<file path="src/hdl/mul_pkg.sv">
package mul_pkg;

    // wishbone word and register word address
    typedef logic [31:0] wb_data_t;
    typedef logic [2:0]  wb_addr_t;

    // register map, word offsets
    localparam wb_addr_t REG_OP_A   = 3'd0;
    localparam wb_addr_t REG_OP_B   = 3'd1;
    localparam wb_addr_t REG_CMD    = 3'd2;
    localparam wb_addr_t REG_STATUS = 3'd3;
    localparam wb_addr_t REG_PROD   = 3'd4;
    localparam wb_addr_t REG_ACC_LO = 3'd5;
    localparam wb_addr_t REG_ACC_HI = 3'd6;

    // command register bits
    localparam int unsigned CMD_START = 0;
    localparam int unsigned CMD_ACCUM = 1;
    // clear takes effect before a start issued in the same write
    localparam int unsigned CMD_CLEAR = 2;

    // status register bits
    localparam int unsigned ST_BUSY = 0;
    localparam int unsigned ST_DONE = 1;

    // extra accumulator bits above the product width
    localparam int unsigned GUARD_BITS = 8;

endpackage

</file>
<file path="src/hdl/baugh_wooley_mul.sv">
module baugh_wooley_mul
#(
    parameter int IB = 16,
    parameter int OB = 2 * IB
)
(
    input  logic [IB-1:0] a,
    input  logic [IB-1:0] b,
    output logic [OB-1:0] product
);

    // one generate block per partial-product row
    // row r holds a * b[r] shifted left by r, with the baugh-wooley inversions
    // rows 1 and up add themselves onto the running sum of the rows above
    for (genvar r = 0; r < IB; r++)
    begin : g_row
        logic [OB-1:0] pp;
        logic [OB-1:0] sum;

        // AND cells, NAND where exactly one of the two bits is a sign bit
        // so the last row is inverted except at its own sign column
        always_comb
        begin
            pp = '0;
            for (int j = 0; j < IB; j++)
            begin
                pp[r + j] = (a[j] & b[r]) ^ ((r == IB - 1) != (j == IB - 1));
            end
        end

        if (r == 0)
        begin : g_seed
            // the two correction ones sit in free columns of the first row
            assign sum = pp | (OB'(1) << IB) | (OB'(1) << (OB - 1));
        end
        else
        begin : g_add
            logic [OB-1:0] sum_in;

            assign sum_in = g_row[r-1].sum;

            // ripple of adder cells across the row, carry out of the top column is dropped
            always_comb
            begin
                logic carry;
                logic s_ab;

                carry = 1'b0;
                sum   = '0;
                for (int c = 0; c < OB; c++)
                begin
                    if (c < r)
                    begin
                        // below this row's first column, pass the upper sum through
                        sum[c] = sum_in[c];
                    end
                    else if (c == r)
                    begin
                        // half adder cell, no carry in yet
                        sum[c] = sum_in[c] ^ pp[c];
                        carry  = sum_in[c] & pp[c];
                    end
                    else if (c > r + IB - 1)
                    begin
                        // half adder cell, row has no partial product here
                        sum[c] = sum_in[c] ^ carry;
                        carry  = sum_in[c] & carry;
                    end
                    else
                    begin
                        // full adder cell
                        s_ab   = sum_in[c] ^ pp[c];
                        sum[c] = s_ab ^ carry;
                        carry  = (sum_in[c] & pp[c]) | (carry & s_ab);
                    end
                end
            end
        end
    end

    // modulo 2^OB this is the exact two's complement product
    assign product = g_row[IB-1].sum;

endmodule

</file>
<file path="src/hdl/mac_datapath.sv">
module mac_datapath
#(
    parameter int IB  = 16,
    parameter int OB  = 2 * IB,
    parameter int ACW = OB + mul_pkg::GUARD_BITS
)
(
    input  logic           clk,
    input  logic           arst_n,
    input  logic [IB-1:0]  op_a,
    input  logic [IB-1:0]  op_b,
    input  logic           launch,
    input  logic           accum,
    input  logic           clear,
    output logic [OB-1:0]  product,
    output logic [ACW-1:0] acc,
    output logic           busy,
    output logic           done_pulse
);

    logic [OB-1:0]         mul_out;
    logic [OB-1:0]         prod_q;
    logic                  s1_valid;
    logic                  s1_accum;
    logic signed [ACW-1:0] prod_ext;
    logic [ACW-1:0]        acc_base;

    baugh_wooley_mul #(
        .IB (IB),
        .OB (OB)
    ) u_mul (
        .a       (op_a),
        .b       (op_b),
        .product (mul_out)
    );

    // stage one: capture the array output and the mode that goes with it
    always_ff @(posedge clk or negedge arst_n)
    begin
        if (!arst_n)
        begin
            s1_valid <= 1'b0;
            s1_accum <= 1'b0;
            prod_q   <= '0;
        end
        else
        begin
            s1_valid <= launch;
            if (launch)
            begin
                prod_q   <= mul_out;
                s1_accum <= accum;
            end
        end
    end

    assign prod_ext = $signed(prod_q);

    // a clear on the same edge means the add starts from zero
    assign acc_base = clear ? '0 : acc;

    // stage two: load or add into the accumulator
    always_ff @(posedge clk or negedge arst_n)
    begin
        if (!arst_n)
        begin
            acc <= '0;
        end
        else if (s1_valid)
        begin
            acc <= s1_accum ? acc_base + prod_ext : prod_ext;
        end
        else if (clear)
        begin
            acc <= '0;
        end
    end

    assign product    = prod_q;
    // item entering the pipe or waiting in stage one
    assign busy       = launch | s1_valid;
    assign done_pulse = s1_valid;

endmodule

</file>
<file path="src/hdl/mul_regs.sv">
module mul_regs
#(
    parameter int IB  = 16,
    parameter int OB  = 2 * IB,
    parameter int ACW = OB + mul_pkg::GUARD_BITS
)
(
    input  logic              clk,
    input  logic              arst_n,
    input  logic              cyc,
    input  logic              stb,
    input  logic              we,
    input  mul_pkg::wb_addr_t adr,
    input  mul_pkg::wb_data_t dat_w,
    output mul_pkg::wb_data_t dat_r,
    output logic              ack,
    output logic [IB-1:0]     op_a,
    output logic [IB-1:0]     op_b,
    output logic              launch,
    output logic              accum,
    output logic              clear,
    input  logic [OB-1:0]     product,
    input  logic [ACW-1:0]    acc,
    input  logic              busy,
    input  logic              done_pulse
);

    localparam int DW = $bits(mul_pkg::wb_data_t);

    logic              bus_req;
    logic              wr_en;
    logic              cmd_wr;
    logic              done_q;
    logic [2*DW-1:0]   acc_ext;
    mul_pkg::wb_data_t rd_mux;

    // a new request is one not yet acknowledged
    assign bus_req = cyc & stb & ~ack;
    assign wr_en   = bus_req & we;
    assign cmd_wr  = wr_en && (adr == mul_pkg::REG_CMD);

    always_ff @(posedge clk or negedge arst_n)
    begin
        if (!arst_n)
        begin
            ack <= 1'b0;
        end
        else
        begin
            ack <= bus_req;
        end
    end

    // operand and command registers, pulses fire on the acknowledging edge
    always_ff @(posedge clk or negedge arst_n)
    begin
        if (!arst_n)
        begin
            op_a   <= '0;
            op_b   <= '0;
            accum  <= 1'b0;
            launch <= 1'b0;
            clear  <= 1'b0;
        end
        else
        begin
            launch <= cmd_wr & dat_w[mul_pkg::CMD_START];
            clear  <= cmd_wr & dat_w[mul_pkg::CMD_CLEAR];
            if (wr_en)
            begin
                case (adr)
                    mul_pkg::REG_OP_A: op_a  <= dat_w[IB-1:0];
                    mul_pkg::REG_OP_B: op_b  <= dat_w[IB-1:0];
                    mul_pkg::REG_CMD:  accum <= dat_w[mul_pkg::CMD_ACCUM];
                    default:           ;
                endcase
            end
        end
    end

    // sticky done, a new launch clears it
    always_ff @(posedge clk or negedge arst_n)
    begin
        if (!arst_n)
        begin
            done_q <= 1'b0;
        end
        else if (launch)
        begin
            done_q <= 1'b0;
        end
        else if (done_pulse)
        begin
            done_q <= 1'b1;
        end
    end

    assign acc_ext = $signed(acc);

    always_comb
    begin
        rd_mux = '0;
        case (adr)
            mul_pkg::REG_OP_A:   rd_mux = mul_pkg::wb_data_t'(op_a);
            mul_pkg::REG_OP_B:   rd_mux = mul_pkg::wb_data_t'(op_b);
            mul_pkg::REG_STATUS:
            begin
                rd_mux[mul_pkg::ST_BUSY] = busy;
                rd_mux[mul_pkg::ST_DONE] = done_q;
            end
            mul_pkg::REG_PROD:   rd_mux = mul_pkg::wb_data_t'($signed(product));
            mul_pkg::REG_ACC_LO: rd_mux = acc_ext[DW-1:0];
            mul_pkg::REG_ACC_HI: rd_mux = acc_ext[2*DW-1:DW];
            default:             rd_mux = '0;
        endcase
    end

    // read data is valid alongside ack
    always_ff @(posedge clk or negedge arst_n)
    begin
        if (!arst_n)
        begin
            dat_r <= '0;
        end
        else if (bus_req && !we)
        begin
            dat_r <= rd_mux;
        end
    end

endmodule

</file>
<file path="src/hdl/mul_top.sv">
module mul_top
#(
    parameter int IB = 16
)
(
    input  logic              clk,
    input  logic              arst_n,
    input  logic              cyc,
    input  logic              stb,
    input  logic              we,
    input  mul_pkg::wb_addr_t adr,
    input  mul_pkg::wb_data_t dat_w,
    output mul_pkg::wb_data_t dat_r,
    output logic              ack
);

    // product width and accumulator width with guard bits
    localparam int OB  = 2 * IB;
    localparam int ACW = OB + mul_pkg::GUARD_BITS;

    logic [IB-1:0]  op_a;
    logic [IB-1:0]  op_b;
    logic           launch;
    logic           accum;
    logic           clear;
    logic [OB-1:0]  product;
    logic [ACW-1:0] acc;
    logic           busy;
    logic           done_pulse;

    mul_regs #(
        .IB  (IB),
        .OB  (OB),
        .ACW (ACW)
    ) u_regs (
        .clk        (clk),
        .arst_n     (arst_n),
        .cyc        (cyc),
        .stb        (stb),
        .we         (we),
        .adr        (adr),
        .dat_w      (dat_w),
        .dat_r      (dat_r),
        .ack        (ack),
        .op_a       (op_a),
        .op_b       (op_b),
        .launch     (launch),
        .accum      (accum),
        .clear      (clear),
        .product    (product),
        .acc        (acc),
        .busy       (busy),
        .done_pulse (done_pulse)
    );

    mac_datapath #(
        .IB  (IB),
        .OB  (OB),
        .ACW (ACW)
    ) u_datapath (
        .clk        (clk),
        .arst_n     (arst_n),
        .op_a       (op_a),
        .op_b       (op_b),
        .launch     (launch),
        .accum      (accum),
        .clear      (clear),
        .product    (product),
        .acc        (acc),
        .busy       (busy),
        .done_pulse (done_pulse)
    );

endmodule

</file>
<file path="config.mk">
export PLATFORM = sky130hd
export DESIGN_NAME = mul_top
export DESIGN_NICKNAME = d
export VERILOG_FILES = /design/src/hdl/mul_pkg.sv /design/src/hdl/baugh_wooley_mul.sv /design/src/hdl/mac_datapath.sv /design/src/hdl/mul_regs.sv /design/src/hdl/mul_top.sv
export SDC_FILE = /design/constraint.sdc
export NUM_CORES = 1
export LEC_CHECK = 0
export ABC_AREA = 1
export ABC_CLOCK_PERIOD_IN_PS = 34100
export BUFFER_PORTS_ARGS = -buffer_cell sky130_fd_sc_hd__buf_2
export CAP_MARGIN = 20
export CORE_MARGIN = 2
export CORE_UTILIZATION = 35
export CTS_BUF_LIST = sky130_fd_sc_hd__clkbuf_8
export CTS_CLUSTER_SIZE = 40
export DETAILED_ROUTE_END_ITERATION = 10
export PLACE_DENSITY = 0.52
export SYNTH_ARGS = -nofsm -noshare
export SYNTH_HDL_FRONTEND = slang
export SYNTH_SLANG_ARGS = --single-unit
</file>
<file path="constraint.sdc">
create_clock -name clk -period 34.1 [get_ports clk]
set_clock_uncertainty 0.05 [all_clocks]
set_input_delay 1.705 -clock clk [delete_from_list [all_inputs] [get_ports clk]]
set_output_delay 1.705 -clock clk [all_outputs]
set_load 0.05 [all_outputs]
</file>
==> metrics.cfg <==
[run_status]
status = completed

[finish]
post-route-cell-area_um2 = 17500
layout.nets = 2501
syn_to_final_growth_pct = 6.96
layout-drive-gt1-share_pct = 7.98

[synth]
synthCells = 2205
synth_commonest_cells = nand2_1 (641), inv_1 (484), fa_1 (225)
synth-edff-count = 0
synth_area_leaders = fa_1 (27%), dfrtp_1 (22%), nand2_1 (15%)
synth_nets = 2525
synth_area_per_cell_um2 = 7.43
synth-compound-area-share_pct = 9.04
synth_simple_gate_area_share_pct = 21.8
seq_area_frac_synth_pct = 21.8
ys_types = 37
synth_top_family_by_area = adder cells
yosys.area.top_type = fa_1
synth_fa_ha_area_share_pct = 31.7
synth_xor_area_share_pct = 0.962
async_reset_ff_share_pct = 100
syn_area_um2 = 16400
yosysMostFrequentCell = nand2_1
synth.top_cell.area_share_pct = 27.5
yosysWarnings = 0
synthMuxAreaShare_pct = 0.893
synth-seq-cells = 143
ys.flop_type = dfrtp_1

[worst_hold_path]
min_to = u_regs.ack$_DFF_PN0_
min_from = u_regs.ack$_DFF_PN0_
hold_path_class = register to register
hold_depth = 1

[drt]
drc = 0
maxUsedRoutingLayer = met4
firstDrtPassIters = 6
vias = 13300
wl_per_cell_um = 15.7
wirelength_um = 44000
met1_length_um = 19600
wl_met2_um = 22000
via_per_inst = 4.74
ant_nets = 0
drt-initial-drc-count = 803
met3_length_um = 1210

[worst_setup_path]
critPathLaunchType = register
reg2reg_slack_ps = 13790
crit_path_max_fanout = 18
r2r_start = u_regs.op_a[0]$_DFFE_PN0P_
r2r_cells = 50
slowest_delay_ps = 790
r2r_end = u_datapath.product[30]$_DFFE_PN0P_
slowest_stage = dfrtp_1
arrival_ps = 20680
endpoint_kind = register
required_ps = 34470
cp_common_cell = fa_1
path_class = register to register

[timing]
setup_ws_ps = 13790
finalCritPeriodShare_pct = 59.6
hold_ws_ps = 412
drv_slew = 0
hold_violations = 0
relSlewSlack_pct = 31.0
setup_violations = 0
clock.fmax_mhz = 49.2
worst_pin_slew_ps = 1040
rsz0062_at_grt = no
setup_tns_ps = 0
layout_min_cycle_time_ps = 20310

[die]
start_util_pct = 35.4
core_um2 = 46400
die_h_um = 220
die_area_um2 = 48600
rows = 79
die_x_um = 220
pin_count = 73

[global_routing]
grt.overflow.total = 0
grt_util_all_layers_pct = 19.3
antenna_found_initial = 0
grt_pass1_vias = 13900
grt_pass1_wl_um = 72200
grt_max_degree = 75

[clock_network]
clock_latency_ps = 510
cts_setup_buffers = 0
postCtsHoldBufs = 0
path_clk_slew_ps = 90
cts_buffers = 17
cts_root_buffer = clkbuf_8
clockBufferDepth = 2
htree_levels = 4
cts_resized = 0
cts_sinks = 143
cts_tree = built

[placed_design]
io_buffer_count = 56
gp_congestion = 0.907
placed_area_um2 = 17100
dpl.hpwl_um = 35000
pre_cts_ws_ps = 13630

[job]
drv_cap = 0

-- flip-flops by register name, summed over array words and instances (netlist names) --
| signal | flops |
|---|---|
| u_regs.dat_r | 32 |
| u_datapath.acc | 40 |
| u_regs.launch | 1 |
| u_datapath.s1_accum | 1 |
| u_regs.done_q | 1 |
| u_datapath.done_pulse | 1 |
| u_regs.accum | 1 |
| u_regs.op_a | 16 |
| u_regs.op_b | 16 |
| u_datapath.product | 32 |
| u_regs.clear | 1 |
| u_regs.ack | 1 |
-- layout by cell type, fill, tap and decap left out, types with 4 or more instances in the layout --
| master | synthesis | routed |
|---|---|---|
| nand3_1 | 45 | 45 |
| inv_1 | 484 | 484 |
| xnor2_1 | 5 | 5 |
| buf_2 | 12 | 55 |
| o221ai_1 | 9 | 9 |
| mux2_2 | 13 | 13 |
| nor2_2 | 9 | 10 |
| nor2_4 | 5 | 6 |
| ha_1 | 55 | 55 |
| dfrtp_1 | 143 | 141 |
| nand2_1 | 641 | 640 |
| fa_1 | 225 | 225 |
| clkbuf_8 | 0 | 18 |
| buf_4 | 1 | 12 |
| o22ai_1 | 10 | 10 |
| clkinv_4 | 0 | 4 |
| nor2_1 | 127 | 125 |
| a21oi_1 | 107 | 107 |
| nand3_2 | 11 | 11 |
| xor2_1 | 13 | 13 |
| nand2_2 | 25 | 26 |
| o21ai_0 | 144 | 144 |
-- worst max-delay path: cells and delay by family (launching register included) --
kind / cells / cell delay, ps
compound gates: 1 / 140
fa+ha+maj: 44 / 18880
buf+inv: 4 / 260
flops: 1 / 790
simple gates: 1 / 100
-- kinds of logic after synthesis --
kind of cell / Yosys count
flip-flops: 143
adder cells (fa/ha/maj): 280
AND/OR/NAND/NOR: 874
buffers and inverters: 595
XOR/XNOR: 18
AO/OA/AOI/OAI: 282
multiplexers: 13
-- area by class of cell --
type                       instances  area (um^2)
multi-input combinational       1467        10600
clock inverter                    14          183
tap                              607          759
clock buffer                      18          248
sequential                       143         3580
antenna                            1         2.50
inverter                         484         1820
fill                            4875        28800
timing repair buffer              68          377
-- per-stage QoR --
stage | std cells | util, %
5_1_grt | 2801 | 37.8
2_1_floorplan | 2205 | -
4_1_cts | 2801 | 37.8
6_report | 2802 | 37.8
3_3_place_gp | 2769 | 36.9
3_5_place_dp | 2769 | 36.9
-- metal layers --
layer | up-vias | global-route usage (%)
li1 | 6496 | -
met1 | 6558 | 24.4
met2 | 178 | 34.5
met3 | 43 | 2.02
met4 | 0 | 6.22
met5 | - | 0
-- how the worst max path moves through the flow --
stage,startpoint,end,slack (ps)
after floorplan,u_regs.op_a[0]$_DFFE_PN0P_,u_datapath.product[30]$_DFFE_PN0P_,14800
after global placement,u_regs.op_a[0]$_DFFE_PN0P_,u_datapath.product[30]$_DFFE_PN0P_,13920
after detailed placement,u_regs.op_a[0]$_DFFE_PN0P_,u_datapath.product[30]$_DFFE_PN0P_,13630
after CTS,u_regs.op_a[0]$_DFFE_PN0P_,u_datapath.product[30]$_DFFE_PN0P_,13590
after global routing,u_regs.op_a[0]$_DFFE_PN0P_,u_datapath.product[30]$_DFFE_PN0P_,12960
final,u_regs.op_a[0]$_DFFE_PN0P_,u_datapath.product[30]$_DFFE_PN0P_,13790
Power is left out: the tool's default activity adds up to more than one toggle a clock period on the data nets, which glitch-free logic cannot reach.
